**src/verilog/issue_macros.svh**
```systemverilog
`ifndef ISSUE_MACROS_SVH
`define ISSUE_MACROS_SVH

// Datapath widths
`define XLEN            64
`define ILEN            32

// Physical register file
`define PREG_BITS       6
`define NUM_PREG        64
`define ZERO_REG        6'd31

// Reservation station
`define RS_DEPTH        16
`define RS_IDX_BITS     4

// Branch tracking
`define BR_DEPTH        4
`define BR_MARKER_BITS  3
`define BR_MARKER_EMPTY 3'd7

// Function codes and the Alpha no-op
`define ALU_FUNC_BITS   5
`define ALU_MULQ        5'h0b
`define NOOP_INST       32'h47ff041f

`endif

```
**src/verilog/issue_pkg.sv**
```systemverilog
`include "issue_macros.svh"

package issue_pkg;

  // One reservation-station entry as read out at grant time
  typedef struct packed {
    logic [`ILEN-1:0]           inst;
    logic [`XLEN-1:0]           npc;
    logic [`PREG_BITS-1:0]      opa_idx;
    logic [`PREG_BITS-1:0]      opb_idx;
    logic [`PREG_BITS-1:0]      dest_idx;
    logic [1:0]                 opa_select;
    logic [1:0]                 opb_select;
    logic [`ALU_FUNC_BITS-1:0]  alu_func;
    logic                       rd_mem;
    logic                       wr_mem;
    logic                       cond_branch;
    logic                       uncond_branch;
    logic [`BR_MARKER_BITS-1:0] br_marker;
    logic [`BR_DEPTH-1:0]       bmask;
  } rs_entry_t;

  typedef struct packed {
    logic                    valid;
    logic [`RS_IDX_BITS-1:0] idx;
  } rs_grant_t;

  // Branch resolved by execute this cycle
  typedef struct packed {
    logic                       valid;
    logic [`BR_MARKER_BITS-1:0] marker;
  } br_resolve_t;

  typedef struct packed {
    logic                  en;
    logic [`PREG_BITS-1:0] idx;
    logic [`XLEN-1:0]      data;
  } wb_port_t;

  // Bundle handed to one functional unit
  typedef struct packed {
    logic                       valid;
    logic [`ILEN-1:0]           inst;
    logic [`XLEN-1:0]           npc;
    logic [`XLEN-1:0]           rega;
    logic [`XLEN-1:0]           regb;
    logic [`PREG_BITS-1:0]      dest_idx;
    logic [1:0]                 opa_select;
    logic [1:0]                 opb_select;
    logic [`ALU_FUNC_BITS-1:0]  alu_func;
    logic                       rd_mem;
    logic                       wr_mem;
    logic                       cond_branch;
    logic                       uncond_branch;
    logic [`BR_MARKER_BITS-1:0] br_marker;
    logic [`BR_DEPTH-1:0]       bmask;
  } unit_issue_t;

endpackage

```
**src/verilog/issue_select.sv**
```systemverilog
`timescale 1ns/1ps
`include "issue_macros.svh"

module issue_select (
  input  logic [`RS_DEPTH-1:0] rs_ready,
  input  logic                 exec_ready,
  output issue_pkg::rs_grant_t grant_1,
  output issue_pkg::rs_grant_t grant_2
);

  logic                    first_found;
  logic                    second_found;
  logic [`RS_IDX_BITS-1:0] first_idx;
  logic [`RS_IDX_BITS-1:0] second_idx;

  // Priority scan from the lowest index
  always_comb
  begin
    first_found  = 1'b0;
    second_found = 1'b0;
    first_idx    = '0;
    second_idx   = '0;
    for (int i = 0; i < `RS_DEPTH; i++)
    begin
      if (rs_ready[i])
      begin
        if (!first_found)
        begin
          first_found = 1'b1;
          first_idx   = i[`RS_IDX_BITS-1:0];
        end
        else if (!second_found)
        begin
          second_found = 1'b1;
          second_idx   = i[`RS_IDX_BITS-1:0];
        end
      end
    end
  end

  // Execute stall holds back both grants
  always_comb
  begin
    grant_1.valid = first_found && exec_ready;
    grant_1.idx   = grant_1.valid ? first_idx : '0;
    grant_2.valid = second_found && exec_ready;
    grant_2.idx   = grant_2.valid ? second_idx : '0;
  end

endmodule

```
**config.mk**
```make
export PLATFORM = sky130hd
export DESIGN_NAME = issue_select
export DESIGN_NICKNAME = d
export VERILOG_FILES = /design/src/verilog/issue_pkg.sv /design/src/verilog/issue_select.sv
export VERILOG_INCLUDE_DIRS = /design/src /design/src/verilog
export SDC_FILE = /design/constraint.sdc
export NUM_CORES = 1
export LEC_CHECK = 0
export BUFFER_PORTS_ARGS = -buffer_cell sky130_fd_sc_hd__buf_2
export CAP_MARGIN = 20
export CORE_MARGIN = 3
export CORE_UTILIZATION = 51
export DETAILED_ROUTE_END_ITERATION = 12
export PLACE_DENSITY = 0.88
export SLEW_MARGIN = 10
export SYNTH_ARGS = -nofsm -noshare
export SYNTH_HDL_FRONTEND = slang
export SYNTH_SLANG_ARGS = --single-unit
```
**constraint.sdc**
```tcl
create_clock -name vclk -period 2.1
set_input_delay 0.105 -clock vclk [all_inputs]
set_output_delay 0.105 -clock vclk [all_outputs]
set_load 0.1 [all_outputs]
```
==> reports/metrics.csv, run 1 <==
metric;value;unit
largest net degree at the start of global routing;14;
Ys Warns;0;
Post-Synthesis Cells;160;
Die H;50.8;um
worst slack, placed;-322;ps
Placer Congestion;0.988;
Hold-fix buffers, CTS;0;
worst endpoint type;primary output;
Yosys cell types;56;
Ports;27;
width of the die;50.8;um
post-synthesis net count;181;
post-DP HPWL;3590;um
Seq/Total Area, Yosys;0;%
outcome;did not finish;
Syn Area/Cell;6.40;um^2
Netlist Area Pre-Place;0.00102;mm^2
last worst endpoint in the global-route repair_timing;grant_2[1];
Initial Util;56.8;%
tool error;[ERROR DPL-0038] Utilization greater than 100%, impossible to legalize;
Placed Cells;240;
Failed at;global routing;
Cell Rows;15;
number of I/O port buffers;27;
placed inst area;0.00166;mm^2
[repair_timing]
item | CTS
setup buffers | 2
endpoints found under the setup margin | 9
gates resized for setup | 14
pin swaps | 6
[through the flow]
step,TNS (ps),hold WS [ps]
3_5_place_dp,-1920,611
4_1_cts,-962,615
2_1_floorplan,-1790,386
3_3_place_gp,-1170,602
[cells in the mapped netlist (4+ instances only)]
master | number | area, um^2
nor3_1 | 6 | 30.0
clkbuf_1 | 9 | 33.8
inv_1 | 12 | 45.0
o21ai_0 | 15 | 75.1
nand2_1 | 10 | 37.5
ha_1 | 4 | 50.1
a21oi_1 | 13 | 65.1
o211ai_1 | 5 | 37.5
nor2_1 | 13 | 48.8
nand2b_1 | 4 | 25.0
nor2b_1 | 7 | 43.8
[cell families after synthesis]
group	Yosys count	synth area share (%)
compound gates	67	46.8
simple gates	59	33.3
buf+inv	25	10.3
fa+ha+maj	7	7.95
xor+xnor	2	1.71
==> run 2: changes to the inputs <==
--- a/config.mk
+++ b/config.mk
@@ -8,10 +8,10 @@
 export LEC_CHECK = 0
 export BUFFER_PORTS_ARGS = -buffer_cell sky130_fd_sc_hd__buf_2
 export CAP_MARGIN = 20
-export CORE_MARGIN = 3
-export CORE_UTILIZATION = 51
+export CORE_AREA = 3 3 64 66
 export DETAILED_ROUTE_END_ITERATION = 12
-export PLACE_DENSITY = 0.88
+export DIE_AREA = 0 0 67 69
+export PLACE_DENSITY_LB_ADDON = 0.15
 export SLEW_MARGIN = 10
 export SYNTH_ARGS = -nofsm -noshare
 export SYNTH_HDL_FRONTEND = slang
==> constraint.sdc (replaced) <==
create_clock -name vclk -period 2.7
set_input_delay 0.135 -clock vclk [all_inputs]
set_output_delay 0.135 -clock vclk [all_outputs]
set_load 0.1 [all_outputs]
==> run 2 against run 1 <==
Effect of this change:
- the run now ends clean
- synthesized area stayed put
- synthesized cell count stayed put
==> reports/metrics.csv, run 2 <==
metric;value;unit;change
Endpoint, Worst Hold;grant_1[0];;
Yosys cell types;56;;unchanged
Initial Util;28.2;%;-29 points
clkbuf count;0;;
setup violators final;0;;
1st-pass router iterations;4;;
Ys Warns;0;;unchanged
placed inst area;0.00133;mm^2;-20%
P&R area growth vs syn;31.9;%;
share of cells above drive strength 1;29.8;%;
largest net degree at the start of global routing;18;;
# DRC;0;;
Crit-path slowest cell;or3b_1;;
num sequential;0;;
post-synthesis adder-cell area fraction;7.95;%;unchanged
post-DP HPWL;2590;um;-28%
hold path depth;3;;
Synth Area in Simple Gates;33.3;%;unchanged
Ports;27;;unchanged
hold path start;exec_ready;;
ANT cells;0;;
Netlist Area Pre-Place;0.00102;mm^2;unchanged
largest family of logic cells by synthesized area;compound AO/OA/AOI/OAI gates;;
Antenna Nets Post-Route;0;;
mux contribution to synthesized area;0;%;unchanged
Worst Path Required;2570;ps;
RSZ-0062 raised after global routing;no;;
vias per cell;5.50;;
via count;1298;;
average routed wire per standard cell;13.9;um;
number of I/O port buffers;27;;unchanged
Post-Synthesis Cells;160;;unchanged
Worst Hold Class;in -> out;;
Crit. End Element;primary output;;
CP Class;in -> out;;
most frequent cells in the layout;buf_2, o21ai_0, buf_4, a21oi_1;;
top post-synthesis cells by area;o21ai_0, a21oi_1, ha_1, nor2_1, inv_1;;
Synth Area in XOR/XNOR;1.71;%;unchanged
Power Density;178;mW/mm^2;
Cell Rows;22;;+7
post-synthesis net count;181;;unchanged
Placer Congestion;0.884;;-11%
max-slew violation count;0;;
Synth area leader;o21ai_0;;
Layout Utilization;37.2;%;
crit-path cells;buf_2, inv_1, ha_1, or3b_1, o41ai_4, o2bb2ai_1, o211ai_1, buf_4, a31oi_4, clkbuf_4;;
width of the die;67;um;+32%
worst vdd rail ir drop;0.000110;V;
grt ovf;0;;
flip-flop and latch area;0;um^2;
worst hold slack;712;ps;
Iteration-0 DRC Markers;57;;
count leader, synth;o21ai_0;;
outcome;finished clean;;
final hold violation count;0;;
overall power;0.000240;W;
Core ar.;0.00363;mm^2;
DRT Wirelength;3270;um;
Worst Path Arrival;2380;ps;
design area;0.00135;mm^2;
vias in the first global route;1189;;
Hold-fix buffers, CTS;0;;unchanged
initial antenna violation count;0;;
worst-path maximum fanout;5;;
Final min period;2520;ps;
Slew HR;67.8;%;
max-capacitance violation count;0;;
Leak;0.530;nW;
Slew @ Worst Pin;487;ps;
global-route wire length before repair;5470;um;
fin crit share;93.2;%;
commonest non-fill, non-tap cell in the layout;buf_2;;
Seq/Total Area, Yosys;0;%;unchanged
Compound-Gate Fraction of Synth Area;46.8;%;unchanged
Die ar.;0.00462;mm^2;
area share of the largest cell type after synthesis;7.33;%;unchanged
crit path launch type;input port;;
top post-synthesis cells by count;o21ai_0, a21oi_1, nor2_1, inv_1, nand2_1;;
Syn Area/Cell;6.40;um^2;unchanged
Die H;69;um;+36%
crit-path max cell delay;470;ps;
gr usage total;13.8;%;
Layout Nets;211;;
fmax;397;MHz;
==> run 2: critical path: cells and delay by family <==
| family | cells | cell delay [ps] |
|---|---|---|
| AOI/OAI and AO/OA | 4 | 830 |
| adders and majority gates | 1 | 210 |
| buffers and inverters | 4 | 730 |
| and+or+nand+nor | 1 | 470 |
==> run 2: power breakdown <==
part / leakage [nW] / total [W] / switching (W) / internal, W
Sequential: 0 / 0 / 0 / 0
Combinational: 0.530 / 0.000240 / 0.000159 / 0.0000819
Clock: 0 / 0 / 0 / 0
==> run 2: worst max-delay path by stage <==
stage	cells after the start	slack (ps)	endpoint	from
after global routing	11	40	grant_2[1]	rs_ready[0]
after floorplan	9	-510	grant_2[0]	rs_ready[0]
after global placement	11	50	grant_2[0]	rs_ready[0]
final	10	180	grant_2[1]	rs_ready[0]
after detailed placement	11	80	grant_2[0]	rs_ready[0]
after CTS	11	70	grant_2[0]	rs_ready[0]
==> run 2: final cells by class <==
class	instances	area, um^2
tap	48	60.1
multi-input combinational	135	970
fill	407	2280
inverter	12	45.0
timing repair buffer	41	275
==> run 2: stage by stage <==
| stage | worst slack, ps | TNS, ps | instances |
|---|---|---|---|
| after CTS | 68.6 | 0 | 235 |
| final | 182 | 0 | 236 |
| after detailed placement | 78.4 | 0 | 235 |
| after global routing | 43.2 | 0 | 236 |
| after floorplan | -506 | -669 | 160 |
| after global placement | 52.5 | 0 | 235 |
==> run 2: kinds of logic after synthesis <==
logic type | count (synthesis)
AOI/OAI and AO/OA | 67
adders and majority gates | 7
buffers and inverters | 25
xor gates and xnor gates | 2
and+or+nand+nor | 59
==> run 2: routing by layer <==
layer | GRT usage, % | up-vias | wire length (um)
met4 | 2.25 | 0 | 16
met1 | 21.3 | 599 | 1550
met5 | 0 | - | 0
met2 | 21.0 | 36 | 1530
li1 | - | 661 | -
met3 | 0.814 | 2 | 176
==> run 2: timing repair <==
item                                    CTS  global route
endpoints found under the setup margin    0             5
buffers inserted                          0             1
endpoints found under the hold margin     0             0
gates resized for setup                   0             4
(Power assumes the default switching activity.)
