<file path="config.mk">
export PLATFORM = sky130hd
export DESIGN_NAME = issue_slot
export DESIGN_NICKNAME = d
export VERILOG_FILES = /design/src/verilog/issue_pkg.sv /design/src/verilog/issue_slot.sv
export VERILOG_INCLUDE_DIRS = /design/src /design/src/verilog
export SDC_FILE = /design/constraint.sdc
export NUM_CORES = 1
export LEC_CHECK = 0
export ABC_AREA = 1
export BUFFER_PORTS_ARGS = -buffer_cell sky130_fd_sc_hd__buf_4
export CAP_MARGIN = 15
export CORE_AREA = 4 4 302 304
export CTS_BUF_LIST = sky130_fd_sc_hd__clkbuf_16
export DETAILED_ROUTE_END_ITERATION = 10
export DIE_AREA = 0 0 306 308
export SLEW_MARGIN = 20
export SYNTH_ARGS = -nofsm -noshare
export SYNTH_HDL_FRONTEND = slang
export SYNTH_SLANG_ARGS = --single-unit
</file>
<file path="constraint.sdc">
create_clock -name clk -period 0.88 [get_ports clk]
set_input_delay 0.044 -clock clk [delete_from_list [all_inputs] [get_ports clk]]
set_output_delay 0.044 -clock clk [all_outputs]
set_load 0.1 [all_outputs]
</file>
<file path="src/verilog/issue_macros.svh">
`ifndef ISSUE_MACROS_SVH
`define ISSUE_MACROS_SVH

// Datapath widths
`define XLEN            64
`define ILEN            32

// Physical register file
`define PREG_BITS       6
`define NUM_PREG        64
`define ZERO_REG        6'd31

// Reservation station
`define RS_DEPTH        16
`define RS_IDX_BITS     4

// Branch tracking
`define BR_DEPTH        4
`define BR_MARKER_BITS  3
`define BR_MARKER_EMPTY 3'd7

// Function codes and the Alpha no-op
`define ALU_FUNC_BITS   5
`define ALU_MULQ        5'h0b
`define NOOP_INST       32'h47ff041f

`endif

</file>
<file path="src/verilog/issue_pkg.sv">
`include "issue_macros.svh"

package issue_pkg;

  // One reservation-station entry as read out at grant time
  typedef struct packed {
    logic [`ILEN-1:0]           inst;
    logic [`XLEN-1:0]           npc;
    logic [`PREG_BITS-1:0]      opa_idx;
    logic [`PREG_BITS-1:0]      opb_idx;
    logic [`PREG_BITS-1:0]      dest_idx;
    logic [1:0]                 opa_select;
    logic [1:0]                 opb_select;
    logic [`ALU_FUNC_BITS-1:0]  alu_func;
    logic                       rd_mem;
    logic                       wr_mem;
    logic                       cond_branch;
    logic                       uncond_branch;
    logic [`BR_MARKER_BITS-1:0] br_marker;
    logic [`BR_DEPTH-1:0]       bmask;
  } rs_entry_t;

  typedef struct packed {
    logic                    valid;
    logic [`RS_IDX_BITS-1:0] idx;
  } rs_grant_t;

  // Branch resolved by execute this cycle
  typedef struct packed {
    logic                       valid;
    logic [`BR_MARKER_BITS-1:0] marker;
  } br_resolve_t;

  typedef struct packed {
    logic                  en;
    logic [`PREG_BITS-1:0] idx;
    logic [`XLEN-1:0]      data;
  } wb_port_t;

  // Bundle handed to one functional unit
  typedef struct packed {
    logic                       valid;
    logic [`ILEN-1:0]           inst;
    logic [`XLEN-1:0]           npc;
    logic [`XLEN-1:0]           rega;
    logic [`XLEN-1:0]           regb;
    logic [`PREG_BITS-1:0]      dest_idx;
    logic [1:0]                 opa_select;
    logic [1:0]                 opb_select;
    logic [`ALU_FUNC_BITS-1:0]  alu_func;
    logic                       rd_mem;
    logic                       wr_mem;
    logic                       cond_branch;
    logic                       uncond_branch;
    logic [`BR_MARKER_BITS-1:0] br_marker;
    logic [`BR_DEPTH-1:0]       bmask;
  } unit_issue_t;

endpackage

</file>
<file path="src/verilog/issue_slot.sv">
`timescale 1ns/1ps
`include "issue_macros.svh"

module issue_slot (
  input  logic                   clk,
  input  logic                   rst_n,
  input  logic                   grant_valid,
  input  issue_pkg::rs_entry_t   entry,
  input  logic [`XLEN-1:0]       rega,
  input  logic [`XLEN-1:0]       regb,
  input  issue_pkg::br_resolve_t br_resolve_1,
  input  issue_pkg::br_resolve_t br_resolve_2,
  output issue_pkg::unit_issue_t alu,
  output issue_pkg::unit_issue_t mul
);

  import issue_pkg::*;

  logic [`BR_DEPTH-1:0] bmask_clr;
  logic                 is_mul;
  unit_issue_t          issue_bundle;
  unit_issue_t          alu_d;
  unit_issue_t          mul_d;

  // Bundle seen by a unit with nothing to do
  function automatic unit_issue_t idle_unit();
    unit_issue_t idle;
    idle           = '0;
    idle.inst      = `NOOP_INST;
    idle.br_marker = `BR_MARKER_EMPTY;
    return idle;
  endfunction

  // Drop dependence on branches resolving this cycle
  always_comb
  begin
    bmask_clr = entry.bmask;
    for (int b = 0; b < `BR_DEPTH; b++)
    begin
      if (br_resolve_1.valid && (br_resolve_1.marker == `BR_MARKER_BITS'(b)))
      begin
        bmask_clr[b] = 1'b0;
      end
      if (br_resolve_2.valid && (br_resolve_2.marker == `BR_MARKER_BITS'(b)))
      begin
        bmask_clr[b] = 1'b0;
      end
    end
  end

  always_comb
  begin
    issue_bundle.valid         = 1'b1;
    issue_bundle.inst          = entry.inst;
    issue_bundle.npc           = entry.npc;
    issue_bundle.rega          = rega;
    issue_bundle.regb          = regb;
    issue_bundle.dest_idx      = entry.dest_idx;
    issue_bundle.opa_select    = entry.opa_select;
    issue_bundle.opb_select    = entry.opb_select;
    issue_bundle.alu_func      = entry.alu_func;
    issue_bundle.rd_mem        = entry.rd_mem;
    issue_bundle.wr_mem        = entry.wr_mem;
    issue_bundle.cond_branch   = entry.cond_branch;
    issue_bundle.uncond_branch = entry.uncond_branch;
    issue_bundle.br_marker     = entry.br_marker;
    issue_bundle.bmask         = bmask_clr;
  end

  // MULQ goes to the multiplier and all else to the simple ALU
  assign is_mul = (entry.alu_func == `ALU_MULQ);
  assign alu_d  = (grant_valid && !is_mul) ? issue_bundle : idle_unit();
  assign mul_d  = (grant_valid && is_mul) ? issue_bundle : idle_unit();

  always_ff @(posedge clk)
  begin
    if (!rst_n)
    begin
      alu <= idle_unit();
      mul <= idle_unit();
    end
    else
    begin
      alu <= alu_d;
      mul <= mul_d;
    end
  end

endmodule

</file>
==> results_dict.tcl, run 1 <==
set metrics [dict create \
    drv_cap 0 \
    coreArea_um2 88200 \
    cp_max_fo 29 \
    ys_ff_latch 502 \
    syn-cell-area_um2 13300 \
    detailedRoute.firstPassIterationCount 5 \
    crit_top_cell "buf_12" \
    postSynthCellCount 1335 \
    via_count 12700 \
    cts_made_buffers 54 \
    gr-total-overflow 0 \
    htree_levels 2 \
    ys_seq_area_frac 0.757 \
    fmaxAchievable_ghz 0.795 \
    path_class "in2reg" \
    routed_wirelength_mm 64.5 \
    clockBufferDepth 3 \
    synth_top_area_cell "dfxtp_1" \
    status "finished with violations" \
    synth_area_leaders "dfxtp_1 (76%), nor2_1 (13%), inv_1 (7.3%)" \
    path_clk_slew_ns 0.06 \
    synthToLayoutAreaGrowth_pct 144 \
    fin_total_pwr_mw 55.6 \
    nets 2701 \
    tritoncts "done" \
    cpPeakStageDelay_ns 0.62 \
    async_flop_share 0 \
    hold_viol_final 0 \
    p_leak_nw 14.7 \
    p_per_area_nw_per_um2 1720 \
    drive_gt1_frac 0.574 \
    row_count 109 \
    ios 775 \
    grt_max_degree 38 \
    placed_cells 3269 \
    yosys-top-cells-count "dfxtp_1 (502), nor2_1 (458), inv_1 (257)" \
    yosys_warnings 0 \
    cp-start-kind "input port" \
    hold_path_class "in2reg" \
    final_cells 3638 \
    peakVddDrop_mv 1.60 \
    setup_ws_ns -0.378 \
    finalWorstPathRequiredPeriod_ns 1.26 \
    dp_hpwl_mm 41.8 \
    rsz0062_at_grt "true" \
    fp.dieW_um 306 \
    die_height_um 308 \
    path_cells "buf_4 > dlygate4sd3_1 > nor2_4 > nand2_1 > nand2_4 > buf_12 > buf_12 > nor2_1" \
    tns_ns -263.72 \
    synth_cell_types 13 \
    grt_pass1_vias 14400 \
    grt_pass1_wl_mm 90.0 \
    final_util 0.367 \
    cts_root_buf "clkbuf_16" \
    netlist.area_leader.share 0.757 \
    synth-edff-count 0 \
    die_area_um2 94200 \
    yosysMostFrequentCell "dfxtp_1" \
    violations "setup timing" \
    clock-sinks 502 \
    drt_iter0_markers 499 \
    cpMaxStageDelayCell "dlygate4sd3_1" \
    start_util 0.150 \
    avgRoutedWirePerCell_um 17.7 \
    cp.arrival_ns 1.75 \
    antenna_found_initial 11 \
    cp-end-kind "register" \
    holdWs_ns 0.106 \
    cp.required_ns 1.37 \
    port_buffers 762 \
    ys.flop_type "dfxtp_1" \
    via_per_inst 3.48 \
    setup-violations-final 1001 \
    gp_congestion 0.828 \
    slew_viol_final 0 \
    syn_avg_cell_area_um2 9.94 \
    ant_nets 0 \
    drc 0 \
    grtUsageTotal 0.127 \
    finalCritPeriodShare 1.43 \
]
state kept, by name, indices dropped and copies added, names as in the netlist:
signal	cells
alu	251
mul	251
where the power goes:
part | switching [mW] | internal, mW
Sequential | 0.462 | 23.3
Clock | 9.43 | 13.1
Combinational | 5.50 | 3.84
cell usage in the layout, fill, tap and decap left out, drive strengths merged:
| cell type | instances |
|---|---|
| clkbuf | 60 |
| nand3 | 6 |
| dlygate4sd3 | 259 |
| diode | 4 |
| nand2 | 51 |
| inv | 269 |
| dfxtp | 502 |
| clkinvlp | 2 |
| nor2 | 458 |
| a21oi | 1 |
| nand4 | 4 |
| bufinv | 6 |
| clkinv | 23 |
| buf | 826 |
| conb | 2 |
critical path: cells and delay by family:
family | cells | cell delay, ns
buf+inv | 4 | 1.12
simple gates | 4 | 0.53
final timing paths:
path	from	to	slack, ns	depth (start not counted)
hold / removal	rst_n	mul[218]	0.11	6
setup / recovery	entry[13]	alu[190]	-0.38	8
metrics by stage:
| stage | instance area [um2] | setup WS [ns] |
|---|---|---|
| final | 32400 | -0.378 |
| after global routing | 32300 | -0.398 |
| after CTS | 32100 | -0.400 |
| after detailed placement | 21500 | -0.382 |
| after global placement | 21500 | -0.358 |
| after floorplan | 13900 | -0.00159 |
kinds of logic (layout without fill, tap and decap cells):
group / Yosys count / after routing / synth area share
other cells: 1 / 6 / 0.000283
simple gates: 519 / 519 / 0.148
buf+inv: 312 / 1445 / 0.0942
compound gates: 1 / 1 / 0.000377
flops: 502 / 502 / 0.757
cell type report:
class / count / area, um2
fill: 7917 / 55900
timing repair buffer: 1090 / 15400
sequential: 502 / 10700
multi-input combinational: 522 / 2020
tap: 1165 / 1460
clock buffer: 55 / 1380
inverter: 258 / 968
clock inverter: 42 / 363
antenna: 4 / 10.0
repair_timing:
action                      CTS  global route
gates cloned                  0             6
resized for setup          1522            12
hold buffers                259             3
hold endpoints to repair    497            10
pin swaps                     0             3
buffers inserted              0             3
setup endpoints to repair   502          1002
routing by layer:
| metal | part of all wire | track usage | vias up |
|---|---|---|---|
| met3 | 0.094 | 0.0533 | 157 |
| met2 | 0.51 | 0.232 | 616 |
| met5 | 0.00056 | 0 | - |
| met1 | 0.34 | 0.123 | 5936 |
| li1 | - | - | 5963 |
| met4 | 0.051 | 0.0650 | 6 |
No activity file was read; power rests on OpenSTA's default activity.
==> run 2: changes to the inputs <==
--- a/config.mk
+++ b/config.mk
@@ -13,6 +13,8 @@
 export CTS_BUF_LIST = sky130_fd_sc_hd__clkbuf_16
 export DETAILED_ROUTE_END_ITERATION = 10
 export DIE_AREA = 0 0 306 308
+export RECOVER_POWER = 100
+export REMOVE_ABC_BUFFERS = 1
 export SLEW_MARGIN = 20
 export SYNTH_ARGS = -nofsm -noshare
 export SYNTH_HDL_FRONTEND = slang
==> results_dict.tcl, run 2 (synthesis results as in run 1) <==
set metrics [dict create \
    layout_commonest_cell "buf_12" \
    antenna_found_initial 15 \
    grtUsageMet2 0.240 \
    cp-end-kind "register" \
    peakVddDrop_mv 1.52 \
    row_count 109 \
    cpMaxStageDelayCell "dlygate4sd3_1" \
    finalCritPeriodShare 1.41 \
    final_cells 3634 \
    via_count 12800 \
    via_per_inst 3.51 \
    p_leak_nw 14.5 \
    path_clk_slew_ns 0.06 \
    gr-usage-met1 0.125 \
    synthToLayoutAreaGrowth_pct 141 \
    drc 0 \
    crit_family "buffers and inverters" \
    start_util 0.150 \
    grt_pass1_wl_mm 93.1 \
    cp.required_ns 1.36 \
    cpPeakStageDelay_ns 0.55 \
    drive_gt1_frac 0.570 \
    cts_root_buf "clkbuf_16" \
    rsz0062_at_grt "true" \
    setup-violations-final 548 \
    nets 2692 \
    cp.arrival_ns 1.72 \
    status "finished with violations" \
    fmaxAchievable_ghz 0.809 \
    placed_cells 3264 \
    hold_path_class "in2reg" \
    routed_wirelength_mm 65.1 \
    finalWorstPathRequiredPeriod_ns 1.24 \
    crit_buf_inv 4 \
    top_usage_layer "met2" \
    holdWs_ns -0.298 \
    slew_viol_final 0 \
    die_height_um 308 \
    die_area_um2 94200 \
    place_ws_ns -0.463 \
    final_cell_mix "buf_12 (510), dfxtp_2 (484), nor2_1 (457)" \
    coreArea_um2 88200 \
    worstMarginPinSlew_ns 0.600 \
    dp_hpwl_mm 42.1 \
    gp_congestion 0.844 \
    path_cells "buf_4 > nand2_4 > nor2_4 > buf_4 > a21oi_1 > clkdlybuf4s25_1 > nand2_1 > dlygate4sd3_1" \
    cts_made_buffers 51 \
    gr-total-overflow 0 \
    path_class "in2reg" \
    cp-start-kind "input port" \
    ios 775 \
    violations "hold timing, setup timing" \
    grt_pass1_vias 14700 \
    htree_levels 2 \
    setup_ws_ns -0.356 \
    slew-limit-headroom 0.600 \
    p_per_area_nw_per_um2 1740 \
    avgRoutedWirePerCell_um 17.9 \
    clock-sinks 502 \
    detailedRoute.firstPassIterationCount 7 \
    gr-usage-met3 0.0610 \
    clockBufferDepth 3 \
    grt_max_degree 45 \
    cp_max_fo 5 \
    largestRegisters "alu: 251 flops, mul: 251 flops" \
    grtUsageTotal 0.132 \
    drt_iter0_markers 562 \
    ant_nets 0 \
    port_buffers 762 \
    crit_top_cell "buf_4" \
    fp.dieW_um 306 \
    tritoncts "done" \
    hold_viol_final 2 \
    drv_cap 0 \
]
[run 2: cell type report]
cell class	instances	area [um2]
fill	7898	56200
multi-input combinational	522	1990
clock inverter	41	397
antenna	9	22.5
tap	1165	1460
clock buffer	53	1330
timing repair buffer	1084	15100
sequential	502	10700
inverter	258	968
[run 2: layer usage]
layer | vias to the layer above | wire [um]
met2 | 667 | 33800
met5 | - | 52
met3 | 156 | 6700
li1 | 5959 | -
met1 | 5962 | 21400
met4 | 8 | 3270
[run 2: path summary, 6_finish.rpt]
path / from / endpoint / cells past startpoint
worst min-delay path: entry[13] / alu[13] / 3
worst max-delay path: entry[11] / alu[6] / 8
[run 2: metrics by stage]
step | TNS, ns | power [mW] | utilization | hold WS [ns] | instance area [um2]
2_1_floorplan | -1769.96 | 28.4 | - | 0.142 | 13000
3_3_place_gp | -162.03 | 30.6 | 0.235 | 0.234 | 20800
3_5_place_dp | -167.49 | 30.7 | 0.235 | 0.237 | 20800
4_1_cts | -167.48 | 55.7 | 0.364 | -0.389 | 32100
5_1_grt | -190.78 | 57.3 | 0.362 | -0.322 | 32000
6_report | -140.92 | 55.5 | 0.363 | -0.298 | 32000
[run 2: timing repair]
item                        CTS  global route
hold buffers                266             1
resized for setup          2025             9
setup buffers                 0             7
setup endpoints to repair   502           512
pin swaps                     0             1
hold endpoints to repair    496            15
cloned                        0             2
[run 2: report_power, final]
| part | leakage [nW] | internal, mW | total, mW | switching [mW] |
|---|---|---|---|---|
| Clock | 0.865 | 13.2 | 22.6 | 9.36 |
| Combinational | 9.35 | 3.72 | 9.18 | 5.46 |
| Sequential | 4.28 | 23.3 | 23.8 | 0.470 |
